--- src/source/kd_tree_cfg.svh ---
/*
 kd-tree leaf search configuration
 tree depth and the sizes that follow from it, plus patch geometry
*/
`ifndef KD_TREE_CFG_SVH
`define KD_TREE_CFG_SVH

// levels walked per query, one per clock
`define KD_DEPTH 6

// internal nodes in a full tree of KD_DEPTH levels
`define KD_NODES 63

// leaves reached after the last level
`define KD_LEAVES 64

// coordinates per query patch
`define KD_DIMS 5

// bits per coordinate and per median
`define KD_COORD_W 11

`endif

--- src/source/kd_tree_pkg.sv ---
/*
 kd-tree leaf search types
 coordinates, patches, node words, pipeline stages and leaf results
*/
`default_nettype none

`include "kd_tree_cfg.svh"

package kd_tree_pkg;

    // one patch coordinate, also the width of a median
    typedef logic [`KD_COORD_W-1:0] coord_t;

    // coordinate 0 in the low bits
    typedef coord_t [`KD_DIMS-1:0] patch_t;

    // split dimension, only 0..KD_DIMS-1 is legal
    typedef logic [$clog2(`KD_DIMS)-1:0] dim_t;

    // heap order: root 0, children 2n+1 and 2n+2
    typedef logic [`KD_DEPTH-1:0] node_addr_t;

    // one internal node
    typedef struct packed {
        dim_t   dim;
        coord_t median;
    } node_word_t;

    // whole node table, node 0 in the low bits
    typedef node_word_t [`KD_NODES-1:0] node_table_t;

    // query as it arrives on a lane
    typedef struct packed {
        logic   valid;
        patch_t patch;
    } query_t;

    // pos counts from 0 within the current level
    typedef struct packed {
        logic       valid;
        patch_t     patch;
        node_addr_t pos;
    } stage_t;

    typedef logic [`KD_DEPTH-1:0] leaf_idx_t;

    // search result on a lane
    typedef struct packed {
        logic      valid;
        leaf_idx_t idx;
    } leaf_t;

endpackage

`default_nettype wire

--- src/source/kd_node_store.sv ---
/*
 kd-tree node store
 register table of the internal nodes, loaded either through an
 auto-incrementing pointer or by address, with combinational readback
*/
`timescale 1ns/1ns
`default_nettype none

`include "kd_tree_cfg.svh"

module kd_node_store (
    input  wire                      clk,
    input  wire                      rst_n,
    // sequential load
    input  wire                      load_en_i,
    input  wire kd_tree_pkg::node_word_t load_data_i,
    // addressed write and readback
    input  wire                      cfg_we_i,
    input  wire kd_tree_pkg::node_addr_t cfg_addr_i,
    input  wire kd_tree_pkg::node_word_t cfg_wdata_i,
    output kd_tree_pkg::node_word_t  cfg_rdata_o,
    // whole table to the levels
    output kd_tree_pkg::node_table_t table_o
);

    import kd_tree_pkg::*;

    // last real node, pointer wraps after it
    localparam node_addr_t LAST_NODE = node_addr_t'(`KD_NODES - 1);

    node_table_t table_q;
    node_addr_t  load_ptr_q;

    // resolved write port
    logic        wr_en;
    node_addr_t  wr_addr;
    node_word_t  wr_data;
    logic        ptr_adv;
    logic        cfg_addr_ok;

    // address 63 has no node behind it
    assign cfg_addr_ok = (cfg_addr_i <= LAST_NODE);

    // addressed write wins over the load strobe
    always_comb begin
        wr_en   = 1'b0;
        wr_addr = load_ptr_q;
        wr_data = load_data_i;
        ptr_adv = 1'b0;
        if (cfg_we_i) begin
            // out of range write dropped
            wr_en   = cfg_addr_ok;
            wr_addr = cfg_addr_i;
            wr_data = cfg_wdata_i;
        end else if (load_en_i) begin
            wr_en   = 1'b1;
            ptr_adv = 1'b1;
        end
    end

    // load pointer, holds when the addressed write takes the cycle
    always_ff @(posedge clk) begin
        if (!rst_n) begin
            load_ptr_q <= '0;
        end else if (ptr_adv) begin
            if (load_ptr_q == LAST_NODE) begin
                load_ptr_q <= '0;
            end else begin
                load_ptr_q <= load_ptr_q + 1'b1;
            end
        end
    end

    // node registers
    // cleared table means dim 0, median 0 everywhere
    always_ff @(posedge clk) begin
        if (!rst_n) begin
            table_q <= '0;
        end else if (wr_en) begin
            table_q[wr_addr] <= wr_data;
        end
    end

    // readback mux, zero for the unused address
    always_comb begin
        cfg_rdata_o = '0;
        if (cfg_addr_ok) begin
            cfg_rdata_o = table_q[cfg_addr_i];
        end
    end

    // every level sees the full table
    assign table_o = table_q;

endmodule

`default_nettype wire

--- src/source/kd_tree_level.sv ---
/*
 kd-tree pipeline level
 for both lanes picks the node on the current path, compares the
 selected coordinate with its median and registers the extended path
*/
`timescale 1ns/1ns
`default_nettype none

`include "kd_tree_cfg.svh"

module kd_tree_level #(
    // 0 is the root level
    parameter int LEVEL = 0
) (
    input  wire                       clk,
    input  wire                       rst_n,
    input  wire kd_tree_pkg::node_table_t table_i,
    // lane a
    input  wire kd_tree_pkg::stage_t  stage_a_i,
    output kd_tree_pkg::stage_t       stage_a_o,
    // lane b
    input  wire kd_tree_pkg::stage_t  stage_b_i,
    output kd_tree_pkg::stage_t       stage_b_o
);

    import kd_tree_pkg::*;

    // heap address of the leftmost node on this level
    localparam node_addr_t BASE = node_addr_t'((1 << LEVEL) - 1);

    stage_t next_a;
    stage_t next_b;

    // one step down the tree for a single lane
    function automatic stage_t descend(input stage_t s, input node_table_t t);
        node_addr_t idx;
        node_word_t node;
        coord_t     coord;
        logic       go_right;
        stage_t     nxt;
        // node on the path at this level
        idx  = BASE + s.pos;
        node = t[idx];
        // illegal dim compares as coordinate 0
        coord = '0;
        if (node.dim < `KD_DIMS) begin
            coord = s.patch[node.dim];
        end
        // equal goes right
        go_right = (coord >= node.median);
        nxt.valid = s.valid;
        nxt.patch = s.patch;
        // pos doubled plus the decision
        nxt.pos   = {s.pos[`KD_DEPTH-2:0], go_right};
        return nxt;
    endfunction

    // both lanes share the table, paths are independent
    always_comb begin
        next_a = descend(stage_a_i, table_i);
        next_b = descend(stage_b_i, table_i);
    end

    // stage registers
    // only the valids are cleared, patch and pos are payload
    always_ff @(posedge clk) begin
        if (!rst_n) begin
            stage_a_o.valid <= 1'b0;
            stage_b_o.valid <= 1'b0;
        end else begin
            // invalid stages move on too, valid stays low
            stage_a_o <= next_a;
            stage_b_o <= next_b;
        end
    end

endmodule

`default_nettype wire

--- src/source/kd_leaf_search.sv ---
/*
 kd-tree leaf search, top level
 two independent query lanes walk a six level tree one level per clock
 and come out as leaf indices; the node table is loaded on the side
*/
`timescale 1ns/1ns
`default_nettype none

`include "kd_tree_cfg.svh"

module kd_leaf_search (
    input  wire                      clk,
    input  wire                      rst_n,
    // query lanes
    input  wire kd_tree_pkg::query_t query_a_i,
    input  wire kd_tree_pkg::query_t query_b_i,
    // sequential load
    input  wire                      load_en_i,
    input  wire kd_tree_pkg::node_word_t load_data_i,
    // addressed write and readback
    input  wire                      cfg_we_i,
    input  wire kd_tree_pkg::node_addr_t cfg_addr_i,
    input  wire kd_tree_pkg::node_word_t cfg_wdata_i,
    output kd_tree_pkg::node_word_t  cfg_rdata_o,
    // results, six edges after the query is sampled
    output kd_tree_pkg::leaf_t       leaf_a_o,
    output kd_tree_pkg::leaf_t       leaf_b_o
);

    import kd_tree_pkg::*;

    node_table_t node_table;

    // input registers
    stage_t in_a_q;
    stage_t in_b_q;

    // stage k feeds level k, stage KD_DEPTH is the leaf
    stage_t stage_a [`KD_DEPTH+1];
    stage_t stage_b [`KD_DEPTH+1];

    // node table
    kd_node_store u_node_store (
        .clk         (clk),
        .rst_n       (rst_n),
        .load_en_i   (load_en_i),
        .load_data_i (load_data_i),
        .cfg_we_i    (cfg_we_i),
        .cfg_addr_i  (cfg_addr_i),
        .cfg_wdata_i (cfg_wdata_i),
        .cfg_rdata_o (cfg_rdata_o),
        .table_o     (node_table)
    );

    // queries enter at the root, pos 0
    always_ff @(posedge clk) begin
        if (!rst_n) begin
            in_a_q.valid <= 1'b0;
            in_b_q.valid <= 1'b0;
        end else begin
            in_a_q <= '{valid: query_a_i.valid, patch: query_a_i.patch, pos: '0};
            in_b_q <= '{valid: query_b_i.valid, patch: query_b_i.patch, pos: '0};
        end
    end

    assign stage_a[0] = in_a_q;
    assign stage_b[0] = in_b_q;

    // one level per clock, root first
    for (genvar k = 0; k < `KD_DEPTH; k++) begin : g_level
        kd_tree_level #(
            .LEVEL (k)
        ) u_level (
            .clk       (clk),
            .rst_n     (rst_n),
            .table_i   (node_table),
            .stage_a_i (stage_a[k]),
            .stage_a_o (stage_a[k+1]),
            .stage_b_i (stage_b[k]),
            .stage_b_o (stage_b[k+1])
        );
    end

    // final pos is the leaf number
    always_comb begin
        leaf_a_o.valid = stage_a[`KD_DEPTH].valid;
        leaf_a_o.idx   = stage_a[`KD_DEPTH].pos;
        leaf_b_o.valid = stage_b[`KD_DEPTH].valid;
        leaf_b_o.idx   = stage_b[`KD_DEPTH].pos;
    end

endmodule

`default_nettype wire

--- config.mk ---
export PLATFORM = sky130hd
export DESIGN_NAME = kd_leaf_search
export DESIGN_NICKNAME = d
export VERILOG_FILES = /design/src/source/kd_tree_pkg.sv /design/src/source/kd_node_store.sv /design/src/source/kd_tree_level.sv /design/src/source/kd_leaf_search.sv
export VERILOG_INCLUDE_DIRS = /design/src /design/src/source
export SDC_FILE = /design/constraint.sdc
export NUM_CORES = 2
export LEC_CHECK = 0
export BUFFER_PORTS_ARGS = -buffer_cell sky130_fd_sc_hd__buf_2
export CAP_MARGIN = 20
export CORE_MARGIN = 1.5
export CORE_UTILIZATION = 26
export CTS_CLUSTER_SIZE = 25
export DETAILED_ROUTE_END_ITERATION = 10
export SLEW_MARGIN = 10
export SYNTH_ARGS = -nofsm -noshare
export SYNTH_HDL_FRONTEND = slang
export SYNTH_SLANG_ARGS = --single-unit
--- constraint.sdc ---
create_clock -name clk -period 11.8 [get_ports clk]
set_input_delay 0 -clock clk [delete_from_list [all_inputs] [get_ports clk]]
set_output_delay 0 -clock clk [all_outputs]
set_load 0.005 [all_outputs]
==> PnR_summary.wiki <==
{| class="wikitable"
! Metric !! Value
|-
| Max-slew headroom at the worst pin || 0.166
|-
| Detailed-route DRC error count || 0
|-
| Total via count in the routed design || 63200
|-
| Layout Skew || between 0.08 and 0.09 ns
|-
| Flop pwr share || 0.435
|-
| Maximum Capacitance Violations || 0
|-
| Total global routing track utilization || 0.175
|-
| Final period utilization || 0.666
|-
| Setup-failing EPs final || 0
|-
| Startpoint of the lowest-slack hold path || load_data_i[3]
|-
| Kind of capture point of the worst setup path || flip-flop
|-
| Number of H-tree levels || 4
|-
| Synthesis warning total || 0
|-
| Filler Cell Count || 32800
|-
| Setup repair bufs after CTS || 0
|-
| Achievable Freq || 0.127 GHz
|-
| Synthesized instance count || 6532
|-
| Worst reg-to-reg path cell count || 20
|-
| Vertical die dimension || 582 um
|-
| Shortest clock period the worst path allows after layout || 7.86 ns
|-
| Die W || between 500 and 600 um
|-
| Post-DP HPWL || 206 mm
|-
| Die Outline Area || 338000 um^2
|-
| Register-to-register setup slack || 3.94 ns
|-
| Area added between synthesis and finish || 16.8%
|-
| Power per Cell Area || 140 nW/um^2
|-
| Vias per cell || 5.63
|-
| Violation count after the first detailed-routing iteration || 9062
|-
| Synthesized area || 87000 um^2
|-
| Actual transition at the worst max-transition pin || 1.24 ns
|-
| Worst flop-to-flop path startpoint || g_level[4].u_level.stage_a_o[0]
|-
| Port-buffer cells || 177
|-
| Total detailed-routing wirelength || 307 mm
|-
| Highest ir drop seen on vdd || 0.123 mV
|-
| Number of flip-flops and latches in the synthesized netlist || around 1600
|-
| Number of instances on the worst hold path || 5
|-
| Count of distinct cell types in the synthesized netlist || 61
|-
| Endpoint of the worst hold-timing path || u_node_store.table_o[675]
|-
| Data required time at the worst endpoint || 12.36 ns
|-
| Clock network power share || 0.408
|-
| Arrival time worst endpoint || 8.43 ns
|-
| Combinational cell fraction of total power || 0.157
|-
| Cell occurring most often along the worst timing path || sky130_fd_sc_hd__a21o_1
|-
| Row cnt || 212
|-
| Aggregate global routing overflow || 0
|-
| Clock network latency to the later pin of the worst-skew pair || about 0.88 ns
|-
| Number of nets in the synthesized netlist || 6824
|-
| Area contributors post-synth || sky130_fd_sc_hd__mux4_2 25%, sky130_fd_sc_hd__edfxtp_1 24%, sky130_fd_sc_hd__dfxtp_1 21%
|-
| Share of the yosys chip area belonging to registers || 0.450
|-
| Pint || 0.0103 W
|-
| Maximum cell stage delay along the critical path || between 0.7 and 0.8 ns
|-
| Gpl congestion || 0.925
|-
| Number of ports placed on the die boundary || 178
|-
| Drt first pass iters || 6
|-
| Effective utilization at floorplan || 0.261
|-
| Startpoint Class || flip-flop
|-
| Cell at the slowest stage of the critical path || sky130_fd_sc_hd__ha_4
|-
| Buffer depth of the longest clock path || 4
|-
| Fraction of synthesized cell area taken by the top area cell type || 0.250
|-
| Maximum number of pins on one net before global-route repair || 244
|-
| Final number of hold-violating endpoints || 0
|-
| Leading register cell type out of synthesis || sky130_fd_sc_hd__dfxtp_1
|-
| Register clock-pin slew on the reported worst setup and hold paths || roughly 0.070 ns
|-
| Switching part of the total || 0.277
|-
| Most frequently used cell type in the post-synthesis netlist || sky130_fd_sc_hd__nand2_1
|-
| Number of global-route vias before repair || 60500
|-
| Routed wire length per instance || 27.3 um
|-
| CTS tree || built
|-
| Cells traversed along the worst timing path || buf_4 -> inv_1 -> ha_4 -> buf_12 -> mux4_2 -> mux4_2 -> and2_1 -> o21ai_2 -> nand2_1 -> mux2_2 -> a221oi_1 -> ha_1 -> nand2b_1 -> a21o_1 -> a21o_1 -> a21o_1 -> a211oi_1 -> o21bai_1 -> a31oi_1 -> o21ai_0
|-
| Fin. max-slew vios || 0
|-
| Placeable core region || 333000 um^2
|-
| Wire length of the first global-routing pass || 441 mm
|-
| Final standard cell area without fillers || 102000 um^2
|-
| NetSw || 0.00394 W
|-
| Most frequent cells after synthesis || 1009 x sky130_fd_sc_hd__nand2_1, 968 x sky130_fd_sc_hd__mux4_2, 902 x sky130_fd_sc_hd__dfxtp_1
|-
| Clock net sink count || 1604
|-
| Fraction of final layout cells with drive strength greater than 1 || 0.263
|-
| Post-route ant nets || 0
|-
| Post-synthesis async set-or-reset flop share || 0
|-
| CP Max Fanout || approximately 120
|-
| Type of the setup path with the least slack || flip-flop to flip-flop
|-
| RSZ-0062 raised after global routing || no
|-
| Placed Instance Area || 93000 um^2
|-
| Leak pwr || about 45 nW
|-
| End of the worst register-to-register path || g_level[5].u_level.stage_a_o[0]
|-
| Setup_tns || 0 ns
|-
| Cell type with the highest aggregate area in the netlist || sky130_fd_sc_hd__mux4_2
|-
| Count of flip-flops with a built-in enable after synthesis || 702
|-
| Net count of the finished layout || 6977
|-
| Initial antenna violation count || 14
|-
| Mean instance size in the synthesized netlist || 13.3 um^2
|-
| Class of the most critical hold timing path || input port to flip-flop
|-
| Cell at the root of the clock tree || sky130_fd_sc_hd__clkbuf_16
|-
| Run status || completed
|-
| TritonCTS buffer count || roughly 190
|}
cell families (layout without fill, tap and decap cells):
family	after synthesis	after routing	share of synthesized area
AOI/OAI and AO/OA	1444	1444	0.145
buffers and inverters	692	984	0.0318
xor gates and xnor gates	16	16	0.00187
DFF	1604	1604	0.450
other	0	9	0
adders and majority gates	142	142	0.0204
muxes	1298	1298	0.290
and+or+nand+nor	1336	1336	0.0619
layout make-up:
cell class,count,area (um^2),share of cell area
antenna,9,22.5,0.000222
clock buffer,236,5170,0.0509
clock inverter,92,855,0.00841
inverter,47,176,0.00174
multi-input combinational,4236,45800,0.450
sequential,1604,39100,0.385
tap,4387,5490,0.0540
timing repair buffer,609,5000,0.0492
routing by layer:
metal / share of wire / track usage / vias to the layer above
met5: 0.00022 / 0.00496 / -
met1: 0.38 / 0.230 / 32300
met4: 0.053 / 0.0821 / 10
met2: 0.45 / 0.267 / 3902
met3: 0.12 / 0.0491 / 635
li1: - / - / 26300
state kept, by name, summed over array words and instances, names as in the netlist:
signal                     flops
g_level.u_level.stage_a_o    302
g_level.u_level.stage_b_o    302
in_a_q                        56
in_b_q                        56
u_node_store.load_ptr_q        6
u_node_store.table_o         882
stage by stage:
step | utilization | std cells | hold WS, ns | worst slack [ns] | total power [W]
after floorplan | - | 6532 | 0.0989 | 5.80 | 0.00763
after global placement | 0.279 | 10600 | 0.177 | 3.81 | 0.00842
after detailed placement | 0.279 | 10600 | 0.178 | 3.92 | 0.00845
after CTS | 0.305 | 11200 | 0.0312 | 3.89 | 0.0143
after global routing | 0.305 | 11200 | 0.0412 | 3.40 | 0.0146
final | 0.305 | 11200 | 0.00718 | 3.94 | 0.0142
worst max-delay path by stage:
stage,from,to,cells after the start
detailed placement,g_level[4].u_level.stage_a_o[0],g_level[5].u_level.stage_a_o[0],20
global route,g_level[4].u_level.stage_a_o[0],g_level[5].u_level.stage_a_o[0],20
CTS,g_level[4].u_level.stage_a_o[0],g_level[5].u_level.stage_a_o[0],20
global placement,g_level[4].u_level.stage_a_o[0],g_level[5].u_level.stage_a_o[0],20
floorplan,g_level[3].u_level.stage_b_o[0],g_level[4].u_level.stage_b_o[0],24
finish,g_level[4].u_level.stage_a_o[0],g_level[5].u_level.stage_a_o[0],20
layout by cell type, fill, tap and decap left out, types with 22 or more instances in the layout:
cell type	count
sky130_fd_sc_hd__nand2_1	1009
sky130_fd_sc_hd__mux4_2	968
sky130_fd_sc_hd__dfxtp_1	900
sky130_fd_sc_hd__o211a_1	882
sky130_fd_sc_hd__edfxtp_1	702
sky130_fd_sc_hd__mux2i_1	253
sky130_fd_sc_hd__dlygate4sd3_1	249
sky130_fd_sc_hd__clkbuf_16	191
sky130_fd_sc_hd__buf_2	173
sky130_fd_sc_hd__buf_4	163
sky130_fd_sc_hd__ha_1	136
sky130_fd_sc_hd__a21oi_1	124
sky130_fd_sc_hd__o21ai_0	110
sky130_fd_sc_hd__nor2_1	102
sky130_fd_sc_hd__a22o_1	81
sky130_fd_sc_hd__a211oi_1	56
sky130_fd_sc_hd__nor2_2	53
sky130_fd_sc_hd__mux2_2	49
sky130_fd_sc_hd__inv_1	46
sky130_fd_sc_hd__nor2b_1	44
sky130_fd_sc_hd__clkinv_2	38
sky130_fd_sc_hd__o21a_1	30
sky130_fd_sc_hd__a21o_1	27
sky130_fd_sc_hd__o2bb2ai_1	23
sky130_fd_sc_hd__clkinv_1	23
sky130_fd_sc_hd__clkbuf_1	23
sky130_fd_sc_hd__clkbuf_8	22
power groups by stage:
stage	Combinational [W]	Sequential (W)	Clock, W
after floorplan	0.00142	0.00620	0
after global placement	0.00212	0.00630	0
after detailed placement	0.00214	0.00630	0
after CTS	0.00221	0.00619	0.00589
after global routing	0.00234	0.00620	0.00609
final	0.00224	0.00619	0.00580
critical path, delay by kind of cell, from the launching register on:
kind / cells / cell delay (ns)
simple gates: 3 / 0.83
fa+ha+maj: 2 / 1.06
buf+inv: 3 / 1.88
compound gates: 9 / 2.01
mux: 3 / 1.31
flops: 1 / 0.32
repair_timing:
action | in CTS | in global routing
resized for setup | 0 | 0
hold buffers | 249 | 0
hold endpoints to repair | 463 | 0
No activity file was read; power rests on OpenSTA's default activity.
